## config.mk

```make
export PLATFORM = sky130hd
export DESIGN_NAME = ras_predictor_top
export DESIGN_NICKNAME = d
export VERILOG_FILES = /design/src/verilog/ras_pkg.sv /design/src/verilog/fetch_boundary_tracker.sv /design/src/verilog/call_ret_decoder.sv /design/src/verilog/return_addr_stack.sv /design/src/verilog/ras_predictor_top.sv
export SDC_FILE = /design/constraint.sdc
export NUM_CORES = 1
export LEC_CHECK = 0
export BUFFER_PORTS_ARGS = -buffer_cell sky130_fd_sc_hd__buf_2
export CAP_MARGIN = 10
export CELL_PAD_IN_SITES_DETAIL_PLACEMENT = 1
export CELL_PAD_IN_SITES_GLOBAL_PLACEMENT = 1
export CORE_ASPECT_RATIO = 2
export CORE_UTILIZATION = 47
export CTS_CLUSTER_DIAMETER = 200
export DETAILED_ROUTE_END_ITERATION = 10
export GPL_TIMING_DRIVEN = 0
export MAX_ROUTING_LAYER = met4
export PLACE_DENSITY = 0.9
export SETUP_SLACK_MARGIN = 0.5
export SLEW_MARGIN = 15
export SYNTH_ARGS = -nofsm -noshare
export SYNTH_HDL_FRONTEND = slang
export SYNTH_SLANG_ARGS = --single-unit
```

## constraint.sdc

```tcl
create_clock -name i_clk -period 9 [get_ports i_clk]
set_input_delay 0.9 -clock i_clk [delete_from_list [all_inputs] [get_ports i_clk]]
set_output_delay 0.9 -clock i_clk [all_outputs]
set_load 0.01 [all_outputs]
```

## src/verilog/ras_pkg.sv

```systemverilog
// shared widths and constants for the return address stack
// fetch block, flush and result structs
// 32-bit instruction window with J-type and I-type views

`default_nettype none

package ras_pkg;

  // --------------------
  // widths
  // --------------------
  localparam int VADDR_W       = 32;
  localparam int FETCH_BYTES   = 8;
  localparam int SLOTS         = 4;
  localparam int SLOT_W        = 2;
  localparam int BLK_OFF_W     = $clog2(FETCH_BYTES);
  localparam int DEF_RAS_DEPTH = 8;

  // major opcodes of the standard jumps
  localparam logic [6:0] OPC_JAL  = 7'b1101111;
  localparam logic [6:0] OPC_JALR = 7'b1100111;

  typedef logic [VADDR_W-1:0] vaddr_t;

  // one block from the instruction cache
  typedef struct packed {
    logic                     valid;
    vaddr_t                   vaddr;
    logic [FETCH_BYTES*8-1:0] data;
    logic [FETCH_BYTES-1:0]   be;
  } fetch_resp_t;

  // --------------------
  // instruction views
  // --------------------
  typedef struct packed {
    logic       imm20;
    logic [9:0] imm10_1;
    logic       imm11;
    logic [7:0] imm19_12;
    logic [4:0] rd;
    logic [6:0] opcode;
  } inst_j_t;

  typedef struct packed {
    logic [11:0] imm;
    logic [4:0]  rs1;
    logic [2:0]  funct3;
    logic [4:0]  rd;
    logic [6:0]  opcode;
  } inst_i_t;

  // same word, decoded as JAL or as JALR
  typedef union packed {
    inst_j_t j;
    inst_i_t i;
  } inst32_u;

  // window k ends at slot k, window 0 reaches back into the previous block
  typedef struct packed {
    inst32_u [SLOTS-1:0] win;
    logic                straddle_valid;
  } slot_windows_t;

  // --------------------
  // results and flush
  // --------------------
  typedef struct packed {
    logic              valid;
    logic [SLOT_W-1:0] slot;
    logic              direct;
    vaddr_t            target;
    vaddr_t            ret_addr;
  } call_info_t;

  typedef struct packed {
    logic              valid;
    logic [SLOT_W-1:0] slot;
    vaddr_t            ret_addr;
  } ret_info_t;

  typedef struct packed {
    logic       valid;
    logic [7:0] ras_index;
  } ras_flush_t;

endpackage

`default_nettype wire

```

## src/verilog/fetch_boundary_tracker.sv

```systemverilog
// fetch block boundary tracking
// keeps the upper halfword and straddle state of the last block
// builds the 32-bit windows and the starts-32 chain per slot

`default_nettype none

module fetch_boundary_tracker
  import ras_pkg::*;
(
  input  logic             i_clk,
  input  logic             i_reset_n,
  input  logic             i_s2_valid,
  input  fetch_resp_t      i_s2_resp,
  output slot_windows_t    o_windows,
  output logic [SLOTS-1:0] o_starts_32
);

  logic [VADDR_W-1:BLK_OFF_W] r_next_blk;
  logic                       r_last_starts_32;
  logic [15:0]                r_prev_upper;

  logic                       w_fire;
  logic                       w_straddle;
  logic [SLOTS-1:0]           w_starts_32;

  assign w_fire = i_s2_valid & i_s2_resp.valid;

  // only a consecutive block can finish the pending instruction
  assign w_straddle = r_last_starts_32 &
                      (r_next_blk == i_s2_resp.vaddr[VADDR_W-1:BLK_OFF_W]);

  // --------------------
  // 32-bit start chain
  // --------------------
  always_comb begin
    logic prev_head;
    prev_head = w_straddle;
    for (int k = 0; k < SLOTS; k++) begin
      // a slot behind a 32-bit head is its upper half
      w_starts_32[k] = (i_s2_resp.data[k*16 +: 2] == 2'b11) & ~prev_head;
      prev_head      = w_starts_32[k];
    end
  end

  always_comb begin
    o_windows.straddle_valid = w_straddle;
    o_windows.win[0]         = {i_s2_resp.data[15:0], r_prev_upper};
    for (int k = 1; k < SLOTS; k++) begin
      o_windows.win[k] = i_s2_resp.data[(k-1)*16 +: 32];
    end
  end

  assign o_starts_32 = w_starts_32;

  // --------------------
  // block state
  // --------------------
  always_ff @(posedge i_clk, negedge i_reset_n) begin
    if (!i_reset_n) begin
      r_next_blk       <= '0;
      r_last_starts_32 <= 1'b0;
    end else if (w_fire) begin
      r_next_blk       <= i_s2_resp.vaddr[VADDR_W-1:BLK_OFF_W] + 1'b1;
      r_last_starts_32 <= w_starts_32[SLOTS-1];
    end
  end

  always_ff @(posedge i_clk) begin
    if (w_fire) begin
      r_prev_upper <= i_s2_resp.data[SLOTS*16-1 -: 16];
    end
  end

  // the decoder forms addresses from the block base
  a_block_aligned : assert property (@(posedge i_clk) disable iff (!i_reset_n)
    w_fire |-> (i_s2_resp.vaddr[BLK_OFF_W-1:0] == '0))
    else $error("fetch block vaddr %h is not block aligned", i_s2_resp.vaddr);

endmodule

`default_nettype wire

```

## src/verilog/call_ret_decoder.sv

```systemverilog
// call, return and jump decode over the four slots of a fetch block
// first-transfer selection
// call target and return address forming

`default_nettype none

module call_ret_decoder
  import ras_pkg::*;
(
  input  logic              i_s2_valid,
  input  fetch_resp_t       i_s2_resp,
  input  slot_windows_t     i_windows,
  input  logic [SLOTS-1:0]  i_starts_32,
  output call_info_t        o_call,
  output logic              o_ret_strobe,
  output logic [SLOT_W-1:0] o_ret_slot
);

  logic [SLOTS-1:0]  w_upper_half;
  logic [SLOTS-1:0]  w_call;
  logic [SLOTS-1:0]  w_ret;
  logic [SLOTS-1:0]  w_jump;
  logic [SLOTS-1:0]  w_direct;
  logic [SLOTS-1:0]  w_xfer;
  logic [SLOT_W-1:0] w_sel;
  inst32_u           w_sel_win;
  logic [15:0]       w_sel_rvc;
  vaddr_t            w_base;
  vaddr_t            w_slot_addr;
  vaddr_t            w_start;
  vaddr_t            w_offset;

  function automatic vaddr_t jal_imm(inst32_u w);
    return {{(VADDR_W-20){w.j.imm20}}, w.j.imm19_12, w.j.imm11, w.j.imm10_1, 1'b0};
  endfunction

  // c.jal offset, bits scattered across the halfword
  function automatic vaddr_t cj_imm(logic [15:0] c);
    return {{(VADDR_W-11){c[12]}}, c[8], c[10:9], c[6], c[7], c[2], c[11], c[5:3], 1'b0};
  endfunction

  // slot k closes a 32-bit instruction
  assign w_upper_half = {i_starts_32[SLOTS-2:0], i_windows.straddle_valid};

  // --------------------
  // per-slot decode
  // --------------------
  always_comb begin
    logic [15:0] c;
    inst32_u     w;
    logic        en;
    logic        rvc_ok;
    logic        rvc_jal;
    logic        rvc_j;
    logic        rvc_jr;
    logic        rvc_jalr;
    logic        std_jal;
    logic        std_jalr;
    logic        std_ret;
    for (int k = 0; k < SLOTS; k++) begin
      c  = i_s2_resp.data[k*16 +: 16];
      w  = i_windows.win[k];
      en = i_s2_valid & i_s2_resp.valid & i_s2_resp.be[2*k];

      // standalone 16-bit instruction
      rvc_ok   = ~w_upper_half[k] & ~i_starts_32[k];
      rvc_jal  = rvc_ok & (c[1:0] == 2'b01) & (c[15:13] == 3'b001);
      rvc_j    = rvc_ok & (c[1:0] == 2'b01) & (c[15:13] == 3'b101);
      rvc_jr   = rvc_ok & (c[1:0] == 2'b10) & (c[15:12] == 4'b1000) &
                 (c[11:7] != 5'd0) & (c[6:2] == 5'd0);
      rvc_jalr = rvc_ok & (c[1:0] == 2'b10) & (c[15:12] == 4'b1001) &
                 (c[11:7] != 5'd0) & (c[6:2] == 5'd0);

      std_jal  = w_upper_half[k] & (w.j.opcode == OPC_JAL);
      std_jalr = w_upper_half[k] & (w.i.opcode == OPC_JALR) & (w.i.funct3 == 3'b000);
      // jalr x0, 0(x1)
      std_ret  = std_jalr & (w.i.rd == 5'd0) & (w.i.rs1 == 5'd1);

      // c.jalr always links through x1
      w_call[k]   = en & (rvc_jal | rvc_jalr |
                          (std_jal & (w.j.rd == 5'd1)) |
                          (std_jalr & (w.i.rd == 5'd1)));
      w_ret[k]    = en & ((rvc_jr & (c[11:7] == 5'd1)) | std_ret);
      w_jump[k]   = en & (rvc_j |
                          (rvc_jr & (c[11:7] != 5'd1)) |
                          (std_jal & (w.j.rd != 5'd1)) |
                          (std_jalr & (w.i.rd != 5'd1) & ~std_ret));
      w_direct[k] = rvc_jal | std_jal;
    end
  end

  assign w_xfer = w_call | w_ret | w_jump;

  // lowest transfer wins, later slots are shadowed
  always_comb begin
    w_sel = '0;
    for (int k = SLOTS - 1; k >= 0; k--) begin
      if (w_xfer[k]) begin
        w_sel = SLOT_W'(k);
      end
    end
  end

  // --------------------
  // address forming
  // --------------------
  assign w_sel_win   = i_windows.win[w_sel];
  assign w_sel_rvc   = i_s2_resp.data[w_sel*16 +: 16];
  assign w_base      = {i_s2_resp.vaddr[VADDR_W-1:BLK_OFF_W], {BLK_OFF_W{1'b0}}};
  assign w_slot_addr = w_base + vaddr_t'({w_sel, 1'b0});

  // a 32-bit call starts one halfword before the slot it closes
  assign w_start  = w_upper_half[w_sel] ? w_slot_addr - vaddr_t'(2) : w_slot_addr;
  assign w_offset = w_upper_half[w_sel] ? jal_imm(w_sel_win) : cj_imm(w_sel_rvc);

  always_comb begin
    o_call = '0;
    if (w_call[w_sel]) begin
      o_call.valid    = 1'b1;
      o_call.slot     = w_sel;
      o_call.direct   = w_direct[w_sel];
      o_call.target   = w_direct[w_sel] ? w_start + w_offset : '0;
      o_call.ret_addr = w_slot_addr + vaddr_t'(2);
    end
  end

  assign o_ret_strobe = w_ret[w_sel];
  assign o_ret_slot   = w_sel;

  // a closing halfword never starts another 32-bit instruction
  always_comb begin
    if (i_s2_valid) begin
      assert ((w_upper_half & i_starts_32) == '0)
        else $error("slot marked as both end and start of a 32-bit instruction");
    end
  end

endmodule

`default_nettype wire

```

## src/verilog/return_addr_stack.sv

```systemverilog
// return address stack storage
// index update on flush, push and pop
// combinational read of the popped entry

`default_nettype none

module return_addr_stack
  import ras_pkg::*;
#(
  parameter int RAS_DEPTH = DEF_RAS_DEPTH
)
(
  input  logic                         i_clk,
  input  logic                         i_reset_n,
  input  ras_flush_t                   i_flush,
  input  call_info_t                   i_call,
  input  logic                         i_ret_strobe,
  input  logic [SLOT_W-1:0]            i_ret_slot,
  output ret_info_t                    o_ret,
  output logic [$clog2(RAS_DEPTH)-1:0] o_ras_index
);

  localparam int IDX_W = $clog2(RAS_DEPTH);

  vaddr_t           r_stack [RAS_DEPTH];
  logic [IDX_W-1:0] r_index;

  logic             w_push;
  logic             w_pop;
  logic [IDX_W-1:0] w_work_idx;
  logic [IDX_W-1:0] w_pop_idx;
  logic [IDX_W-1:0] w_next_idx;

  // wrap modulo RAS_DEPTH, also for depths that are not a power of two
  function automatic logic [IDX_W-1:0] idx_inc(logic [IDX_W-1:0] idx);
    return (idx == IDX_W'(RAS_DEPTH - 1)) ? '0 : idx + 1'b1;
  endfunction

  function automatic logic [IDX_W-1:0] idx_dec(logic [IDX_W-1:0] idx);
    return (idx == '0) ? IDX_W'(RAS_DEPTH - 1) : idx - 1'b1;
  endfunction

  assign w_push = i_call.valid;
  assign w_pop  = i_ret_strobe;

  // --------------------
  // index update
  // --------------------
  // flush lands first, push or pop then works from it
  assign w_work_idx = i_flush.valid ? i_flush.ras_index[IDX_W-1:0] : r_index;
  assign w_pop_idx  = idx_dec(w_work_idx);

  always_comb begin
    w_next_idx = w_work_idx;
    if (w_pop) begin
      w_next_idx = w_pop_idx;
    end else if (w_push) begin
      w_next_idx = idx_inc(w_work_idx);
    end
  end

  always_ff @(posedge i_clk, negedge i_reset_n) begin
    if (!i_reset_n) begin
      r_index <= '0;
    end else begin
      r_index <= w_next_idx;
    end
  end

  // --------------------
  // storage
  // --------------------
  always_ff @(posedge i_clk) begin
    if (w_push) begin
      r_stack[w_work_idx] <= i_call.ret_addr;
    end
  end

  // popped address is visible in the same cycle as the return
  assign o_ret.valid    = w_pop;
  assign o_ret.slot     = w_pop ? i_ret_slot : '0;
  assign o_ret.ret_addr = w_pop ? r_stack[w_pop_idx] : '0;

  assign o_ras_index = r_index;

  // first-transfer selection upstream keeps these exclusive
  a_no_push_pop : assert property (@(posedge i_clk) disable iff (!i_reset_n)
    !(i_call.valid && i_ret_strobe))
    else $error("push and pop in the same cycle at index %0d", w_work_idx);

endmodule

`default_nettype wire

```

## src/verilog/ras_predictor_top.sv

```systemverilog
// top level of the return address predictor
// boundary tracker, call and return decoder, stack

`default_nettype none

module ras_predictor_top
  import ras_pkg::*;
#(
  parameter int RAS_DEPTH = DEF_RAS_DEPTH
)
(
  input  logic                         i_clk,
  input  logic                         i_reset_n,
  input  logic                         i_s2_valid,
  input  fetch_resp_t                  i_s2_resp,
  input  ras_flush_t                   i_flush,
  output call_info_t                   o_call,
  output ret_info_t                    o_ret,
  output logic [$clog2(RAS_DEPTH)-1:0] o_ras_index
);

  slot_windows_t     w_windows;
  logic [SLOTS-1:0]  w_starts_32;
  logic              w_ret_strobe;
  logic [SLOT_W-1:0] w_ret_slot;

  fetch_boundary_tracker u_tracker (
    .i_clk       (i_clk),
    .i_reset_n   (i_reset_n),
    .i_s2_valid  (i_s2_valid),
    .i_s2_resp   (i_s2_resp),
    .o_windows   (w_windows),
    .o_starts_32 (w_starts_32)
  );

  call_ret_decoder u_decoder (
    .i_s2_valid   (i_s2_valid),
    .i_s2_resp    (i_s2_resp),
    .i_windows    (w_windows),
    .i_starts_32  (w_starts_32),
    .o_call       (o_call),
    .o_ret_strobe (w_ret_strobe),
    .o_ret_slot   (w_ret_slot)
  );

  // the reported call doubles as the push request
  return_addr_stack #(
    .RAS_DEPTH (RAS_DEPTH)
  ) u_stack (
    .i_clk        (i_clk),
    .i_reset_n    (i_reset_n),
    .i_flush      (i_flush),
    .i_call       (o_call),
    .i_ret_strobe (w_ret_strobe),
    .i_ret_slot   (w_ret_slot),
    .o_ret        (o_ret),
    .o_ras_index  (o_ras_index)
  );

endmodule

`default_nettype wire

```

; After elaboration in Yosys (flattened, before gate mapping)
; Memories as Yosys holds them, arrays and structs flattened.
; Index checks and enable logic that the tools add are counted.
[word_totals]
register_bits = 49
mem_bits_rw = 256
in_bits = 117
output_inout_bits = 106
memories = 1
[memory_table]
columns = memory, words, width, read_ports, rd_ports_with_merged_regs, wr, line_no
row1 = u_stack.r_stack, 8, 32, 1, 0, 1, return_addr_stack.sv:25  ; vaddr_t r_stack [RAS_DEPTH];
[classes]
add_sub_neg = 7
n_lt_le_gt_ge = 1
eq_ne = 52
shift = 1
muxes = 27
bitwise_logic = 157
n_reduce_logical = 17
[op_table]
columns = cell, count
row1 = two-way mux 32 bit, 5
row2 = bitwise AND 1 bit, 114
row3 = two-way mux 68 bit, 1
row4 = binary-select mux 32 bit (select 2 bit), 1
row5 = indexed part select 64 x 7 -> 13 bit, 1
row6 = "== test 7 bit, second input constant", 8
row7 = "== test 5 x 1 -> 1 bit, second input constant", 9
row8 = logical NOT 5 bit, 8
row9 = "adder 32 x 2 -> 32 bit, second input constant", 1
row10 = adder 32 x 3 -> 32 bit, 1
row11 = adder 32 bit, 1
row12 = "== test 4 bit, second input constant", 8
row13 = OR 1 bit, 32
row14 = "subtractor 32 x 2 -> 32 bit, second input constant", 1
row15 = "adder 29 x 1 -> 29 bit, second input constant", 1
row16 = == test 29 bit, 1
row17 = "inequality test 5 x 1 -> 1 bit, second input constant", 5
row18 = nonzero test 5 bit, 4
row19 = "== test 2 bit, second input constant", 8
row20 = "== test 3 bit, second input constant", 5
row21 = logical NOT 3 bit, 5
row22 = two-way mux 3 bit, 5
row23 = "== test 3 x 1 -> 1 bit, second input constant", 4
row24 = two-way mux 2 bit, 5
row25 = 8 further kinds, 28

; Longest topological paths before layout
; Gate-level depths: netlist (run 1).
[logic_depth]
ltp_word = 34
ltp_mapped = 31
mapped_depth_nobuf = 29

; Hierarchy
; From an unflattened synthesis (run 1), not the netlist that was laid out.
[unflattened]
cells_unflattened = 1754
hier_area_um2 = 18455.2
[modules_own_cells]
columns = module, n_inst, cells_per_inst, area_each_um2, seq_area_each_um2
row1 = return_addr_stack, 1, 595, 10251.1, 7762.4
row2 = call_ret_decoder, 1, 800, 4889.7, 0.0
row3 = fetch_boundary_tracker, 1, 359, 3314.4, 1231.2

; Least setup slack after synthesis (run 1)
; OpenSTA, ideal clock, no wires.
[synth_path]
path_kind = input-to-output
from = input i_s2_resp[91] (netlist bit)
to = output o_call[62] (netlist bit)
t_arrival_ns = 7.562
t_required_ns = 8.100
path_slack_ns = 0.538
path_stages = 30
n_path_buf = 4
cell_sequence = clkbuf_1 > xnor2_1 > nand4_1 > nor4_1 > a21o_1 > a21oi_1 > mux2_2 > nand3_1 > a21o_1 > clkbuf_1 > clkbuf_1 > clkbuf_1 > ha_1 > o21ai_0 > nor2_1 > nand2_1 > nor3_1 > xor2_1 > ha_1 > a21o_1 > a2111oi_0 > nand2_1 > o21ai_0 > a22oi_1 > a21oi_1 > a21oi_1 > a41oi_1 > o21ai_0 > xnor2_1 > nor2_1
[synth_rtl]
columns = element, line_no
row1 = from (decl), ras_predictor_top.sv:15  ; input fetch_resp_t i_s2_resp,
row2 = to (decl), ras_predictor_top.sv:17  ; output call_info_t o_call,

==> results of run 1 <==
-- Yosys cell counts (all sizes together), types with 8 or more instances --
cell type,count,area [um^2]
nor2b,8,50.1
a21oi,79,395
edfxtp,264,7930
mux4,62,1400
ha,38,475
nand2,208,781
mux2i,25,250
nand4,31,194
nor3,37,190
a21o,19,143
nand2b,11,68.8
nor2,132,495
and3,18,113
xnor2,77,674
clkbuf,60,225
buf,22,118
o21ai,74,370
inv,22,82.6
mux2,16,180
nor4,21,131
dfrtp,33,826
xor2,62,543
nand3,27,135
-- cell usage in the layout (no fill, tap or decap), types with 27 or more instances in the layout --
cell type / n
nor2_1: 124
edfxtp_1: 264
buf_2: 194
xnor2_1: 56
nand2_1: 206
clkbuf_1: 42
o21ai_0: 66
xor2_1: 62
mux4_2: 62
a21oi_1: 72
nor3_1: 33
nand3_1: 27
nand4_1: 31
dfrtp_1: 33
ha_1: 38
-- layer usage --
metal / track usage, % / vias up
li1: - / 5833
met1: 34.3 / 6823
met2: 63.0 / 708
met3: 3.87 / 306
met4: 26.1 / 0
met5: - / -
-- sequential cells by signal, summed over array words and instances (netlist names) --
| name | flops |
|---|---|
| u_stack.r_stack | 248 |
| u_tracker.r_next_blk | 29 |
| u_tracker.r_prev_upper | 16 |
| u_tracker.r_last_starts_32 | 1 |
| u_stack.o_ras_index | 3 |
-- power by group through the flow --
stage / logic, uW / registers [uW] / clock network (uW)
after CTS: 589 / 1530 / 1140
after detailed placement: 568 / 1560 / 0
after global routing: 668 / 1540 / 1180
final: 632 / 1540 / 1140
after global placement: 539 / 1560 / 0
after floorplan: 364 / 1550 / 0
-- worst max-delay path: cells and delay by family --
family                   cells  cell delay [ns]
AND/OR/NAND/NOR              5             1.28
adder cells (fa/ha/maj)      1             0.35
XOR/XNOR                     2             0.40
buffers and inverters        6             1.13
multiplexers                 3             0.96
AO/OA/AOI/OAI               13             2.50
-- worst max path at each step --
stage / startpoint / endpoint / cells past startpoint
CTS: i_s2_resp[87] / o_call[62] / 30
finish: i_s2_resp[75] / o_call[62] / 30
floorplan: i_s2_resp[91] / o_call[62] / 30
global route: i_s2_resp[75] / o_call[62] / 34
detailed placement: i_s2_resp[91] / o_call[62] / 31
global placement: i_s2_resp[87] / o_call[62] / 32
-- metrics by stage --
step	worst slack (ns)	instances	power [uW]	utilization, %	cell area, um^2
floorplan	0.538	1446	1920	-	16600
global placement	-2.12	2075	2090	51.8	18100
detailed placement	-2.48	2090	2130	52.6	18400
CTS	0.535	2139	3260	55.8	19500
global route	0.409	2151	3380	56.7	19800
finish	0.556	2151	3310	56.7	19800
-- area by class of cell --
type                       count  area share [%]
tap                          445            2.81
buffer                        82            2.04
clock buffer                  30            3.36
antenna                        2          0.0253
multi-input combinational   1043            40.0
timing repair buffer         212            6.26
sequential                   297            44.2
inverter                      24           0.467
clock inverter                16           0.815
-- timing repair --
| action | CTS | global route |
|---|---|---|
| buffers inserted | 3 | 10 |
| pin swaps | 4 | 16 |
| hold endpoints to repair | 0 | 0 |
| gates resized for setup | 71 | 47 |
| setup endpoints to repair | 26 | 13 |
| hold buffers | 0 | 0 |
-- cells by family after synthesis --
logic type | synth area share [%]
XOR/XNOR | 7.46
flip-flops | 52.7
AO/OA/AOI/OAI | 8.07
multiplexers | 11.0
AND/OR/NAND/NOR | 15.2
adder cells (fa/ha/maj) | 2.98
other | 0.0226
buffers and inverters | 2.61
==> summary.md, run 1 <==
| Metric | Value |
|---|---|
| Critical Path Sink Type | output pin |
| Setup CP Type | in2out |
| Cell row count | 97 |
| Detail Placement HPWL | 44,900 um |
| Routed Wire Length | around 62,000 um |
| Status | finished clean |
| CTS Sinks | ~300 |
| RePlAce Congestion | about 0.95 |
| Post-synthesis sequential area ratio | around 53% |
| Period utilization | about 94% |
| Post-synth EDFFs | 264 |
| Core ar. | ~35,000 um^2 |
| Synth Warn # | 0 |
| Final hold vios | 0 |
| Htree depth | 1 |
| CP max stage cell | nor3_1 |
| Finish-stage setup viols | 0 |
| Worst slew pin tran | roughly 1.2 ns |
| Number of DRC markers in iteration 0 | 1,057 |
| Top FF cell, synth | edfxtp_1 |
| Max Cap Viol | 0 |
| Post-Syn Area | about 17,000 um^2 |
| VDD IR-drop max | 0.192 mV |
| Worst R2R End | u_stack.r_stack[5][29]$_DFFE_PP_ |
| Worst-Skew Late Latency | ~0.57 ns |
| Reg clk slew, reported paths | ~0.070 ns |
| ANT nets after route | 0 |
| Reg power frac | a little under half |
| Largest net degree at the start of global routing | 34 |
| Pwr Density | 167 nW/um^2 |
| Sw Pwr | 959 uW |
| Wire length on met2 | around 33,000 um |
| Critical path arrival | about 7.5 ns |
| Die ar. | around 36,000 um^2 |
| First-pass GRT wire length | between 80,000 and 90,000 um |
| Synth-to-layout area growth | 19.3% |
| Drt pass-1 iters | 7 |
| Syn avg cell area | between 10 and 15 um^2 |
| Vias | 13,700 |
| R2R depth | 18 |
| Max Slew Vio Count | 0 |
| Filler cell count | 3,717 |
| Layout cells sized above 1 | 25.6% |
| Highest metal used | met4 |
| Internal power | between 2000 and 2500 uW |
| Final min period | between 8 and 9 ns |
| Max_slew headroom | around a fifth |
| Required time of the critical path | 8.10 ns |
| Via/cell ratio | 6.36 |
| Pleak | between 0.007 and 0.008 uW |
| Wire length on met3 | between 3000 and 4000 um |
| Synth Register Bits | 297 |
| Layout Skew | around 0.014 ns |
| CTS tree | done |
| Initial cell density of the core | 47.5% |
| GRT Util Overall | a little over a third |
| Vias in the first global route | about 15,000 |
| Die Y | about 270 um |
| Cells after Synth | 1,444 |
| Worst reg2reg path startpoint | u_tracker.r_next_blk[17]$_DFFE_PN0P_ |
| Gate power share | a little under a fifth |
| CTS Buf Count | 26 |
| Clock network power share | approximately 35% |
| Chip width | between 100 and 150 um |
| Buffers on Ports | between 150 and 200 |
| Yosys cell types | between 70 and 80 |
| FMAX | about 120 MHz |
| Root buffer cell | clkbuf_16 |
| Sequential Area | 8750 um^2 |
| Async SR Flop Fraction | around 11% |
| Reg2Reg Setup Slack | 3.12 ns |
| CP startpoint kind | input pin |
| Final-stage net count | 1,842 |
| Type of the most critical hold path | in2async |
| Gr ovfl total | 0 |
| I/O pin cnt | around 220 |
| Met1 wire length | between 15,000 and 20,000 um |
| Hold_ws | approximately 0.45 ns |
| Sw frac | 28.9% |
| Fin Setup TNS | 0 ns |
| DR WL/cell | 29.0 um |
| Unrepaired setup endpoints after global routing | false |
| Initial antenna violation count | 1 |
| Multi-input gate area | between 7000 and 8000 um^2 |
| Critical Path Max Stage Delay | between 0.4 and 0.5 ns |
| CP Max Fanout | 10 |
| DR DRC count | 0 |
| CTS Buffer Depth | 3 |
(Power assumes the default switching activity.)
==> run 2: changes to the inputs <==
--- a/config.mk
+++ b/config.mk
@@ -10,12 +10,13 @@
 export CELL_PAD_IN_SITES_DETAIL_PLACEMENT = 1
 export CELL_PAD_IN_SITES_GLOBAL_PLACEMENT = 1
 export CORE_ASPECT_RATIO = 2
-export CORE_UTILIZATION = 47
+export CORE_UTILIZATION = 48
+export CTS_BUF_LIST = sky130_fd_sc_hd__clkbuf_8
 export CTS_CLUSTER_DIAMETER = 200
 export DETAILED_ROUTE_END_ITERATION = 10
 export GPL_TIMING_DRIVEN = 0
 export MAX_ROUTING_LAYER = met4
-export PLACE_DENSITY = 0.9
+export PLACE_DENSITY = 0.92
 export SETUP_SLACK_MARGIN = 0.5
 export SLEW_MARGIN = 15
 export SYNTH_ARGS = -nofsm -noshare
==> summary.md, run 2 (synthesized netlist as in run 1, its figures left out) <==
| Metric | Value |
|---|---|
| Cell row count | 96 |
| Hold_ws | 0.404 ns |
| CTS Buf Count | 41 |
| Die Y | between 200 and 300 um |
| Reg power frac | about half |
| Filler cell count | 3,665 |
| Max Cap Viol | 0 |
| Max Slew Vio Count | 0 |
| Synth-to-layout area growth | 17.4% |
| VDD IR-drop max | between 0.1 and 0.15 mV |
| Buffers on Ports | about 180 |
| Max_slew headroom | around a quarter |
| Setup CP Type | in2out |
| Core ar. | between 30,000 and 40,000 um^2 |
| CTS Buffer Depth | 3 |
| Drt pass-1 iters | 5 |
| Pwr Total | ~3100 uW |
| Layout Skew | between 0.02 and 0.03 ns |
| Finish-stage setup viols | 0 |
| Clock network power share | between 30% and 40% |
| I/O pin cnt | ~220 |
| Hold Buf Count CTS | 0 |
| Most frequent cells in the layout | edfxtp_1 (264), nand2_1 (205), buf_2 (195), nor2_1 (123), a21oi_1 (72) |
| Max reg flops | 248 |
| CP most frequent cell | a21o_1 |
| Non-Filler Instances | 2,166 |
| Type of the most critical hold path | in2async |
| ANT nets after route | 0 |
| Leading cell type in the layout, fill and taps excluded | edfxtp_1 |
| Status | finished clean |
| Largest registers | u_stack.r_stack x248, u_tracker.r_next_blk x29, u_tracker.r_prev_upper x16 |
| Chip width | approximately 130 um |
| Internal power | 2160 uW |
| GRT Util Overall | between 30% and 40% |
| Worst-Skew Late Latency | 0.62 ns |
| CTS tree | done |
| Top reg by flops | u_stack.r_stack |
| CTS Sinks | ~300 |
| Die ar. | around 35,000 um^2 |
| Pleak | about 0.0079 uW |
| Vias in the first global route | approximately 15,000 |
| Sw frac | around 31% |
| CP max stage cell | xnor2_1 |
| Htree depth | 2 |
| RePlAce Congestion | roughly 1 |
| Final-stage net count | between 1,500 and 2,000 |
| Layout cells sized above 1 | 25.0% |
| Worst path buffer plus inverter count | 5 |
| Final min period | ~8.4 ns |
| DP Cell Count | ~2,100 |
| First-pass GRT wire length | roughly 93,000 um |
| Gr ovfl total | 0 |
| Final hold vios | 0 |
| FMAX | 120 MHz |
| Number of DRC markers in iteration 0 | between 1,000 and 1,500 |
| Top cell family by delay on the critical path | compound AO/OA/AOI/OAI gates |
| Routed Wire Length | between 60,000 and 70,000 um |
| Pwr Density | 161 nW/um^2 |
| Critical Path Max Stage Delay | 0.52 ns |
| DR WL/cell | between 20 and 30 um |
| Largest net degree at the start of global routing | 34 |
| Initial cell density of the core | roughly 49% |
| Fin area | 19,500 um^2 |
| Fin Setup TNS | 0 ns |
| Root buffer cell | clkbuf_8 |
| Multi-input gate area | approximately 7800 um^2 |
| Critical path arrival | 7.47 ns |
| Reg clk slew, reported paths | approximately 0.070 ns |
| Period utilization | approximately 93% |
| CP startpoint kind | input pin |
| Gate power share | 19.7% |
| DR DRC count | 0 |
| Sequential Area | around 8800 um^2 |
| Initial antenna violation count | 3 |
| Total placed instance area | around 18,000 um^2 |
| Required time of the critical path | 8.10 ns |
| Sw Pwr | approximately 1000 uW |
| Detail Placement HPWL | between 40,000 and 50,000 um |
| CP Max Fanout | 10 |
| Worst slew pin tran | 1.14 ns |
| Critical Path Sink Type | output pin |
| Unrepaired setup endpoints after global routing | true |
| Vias | ~14,000 |
| Via/cell ratio | around 6.4 |
[run 2: cell types whose count changed in the layout (fill, tap and decap cells not counted), sizes merged]
| cell | change |
|---|---|
| clkbuf | +10 |
| diode | +1 |
| inv | +17 |
| buf | -7 |
| clkinv | +1 |
| bufinv | -3 |
[run 2: per-stage QoR]
| stage | worst slack [ns] | util (%) |
|---|---|---|
| 6_report | 0.633 | 57.0 |
| 5_1_grt | 0.465 | 57.0 |
| 4_1_cts | 0.528 | 56.6 |
| 3_5_place_dp | -2.37 | 53.6 |
| 3_3_place_gp | -2.03 | 52.9 |
| 2_1_floorplan | 0.538 | - |
[run 2: per-layer routing]
metal | track usage, % | share of wire (%) | vias to the layer above
li1 | - | - | 5859
met1 | 36.2 | 32 | 7008
met2 | 66.6 | 54 | 773
met3 | 5.15 | 5.2 | 324
met4 | 27.7 | 8.6 | 0
met5 | - | 0 | -
[run 2: cell type report]
| cell class | count | share of cell area (%) |
|---|---|---|
| buffer | 82 | 2.03 |
| clock buffer | 42 | 2.96 |
| antenna | 3 | 0.0385 |
| inverter | 24 | 0.468 |
| multi-input combinational | 1043 | 40.0 |
| tap | 441 | 2.83 |
| timing repair buffer | 203 | 6.04 |
| clock inverter | 31 | 0.738 |
| sequential | 297 | 44.9 |
[run 2: path summary, 6_finish.rpt]
check / to / startpoint / slack (ns) / cells after the start
hold / removal: u_tracker.r_next_blk[21]$_DFFE_PN0P_ / i_reset_n / 0.40 / 1
max in group asynchronous: u_tracker.r_next_blk[10]$_DFFE_PN0P_ / i_reset_n / 8.03 / 1
min in group i_clk: u_tracker.r_prev_upper[10]$_DFFE_PP_ / i_s2_resp[66] / 0.48 / 1
setup reg to reg: u_stack.r_stack[6][29]$_DFFE_PP_ / u_tracker.r_next_blk[31]$_DFFE_PN0P_ / 3.20 / 15
hold reg to reg: u_tracker.r_next_blk[31]$_DFFE_PN0P_ / u_tracker.r_next_blk[31]$_DFFE_PN0P_ / 0.50 / 2
setup / recovery: o_call[61] / i_s2_resp[95] / 0.63 / 28
[run 2: what timing repair did]
item	CTS	global route
resized for setup	67	32
endpoints found under the setup margin	26	11
setup buffers	3	2
pin swaps	6	7
[run 2: power by group through the flow]
stage	Combinational, uW	Clock, uW	Sequential (uW)
after floorplan	364	0	1550
after global placement	537	0	1560
after detailed placement	569	0	1560
after CTS	600	992	1530
after global routing	655	1030	1530
final	621	995	1530
[run 2: worst reg2reg max path: cells and delay by family (launching register included)]
kind,cells,cell delay [ns]
AOI/OAI and AO/OA,4,1.49
buffers and inverters,4,1.13
and+or+nand+nor,6,2.04
xor gates and xnor gates,1,0.44
DFF,1,0.39
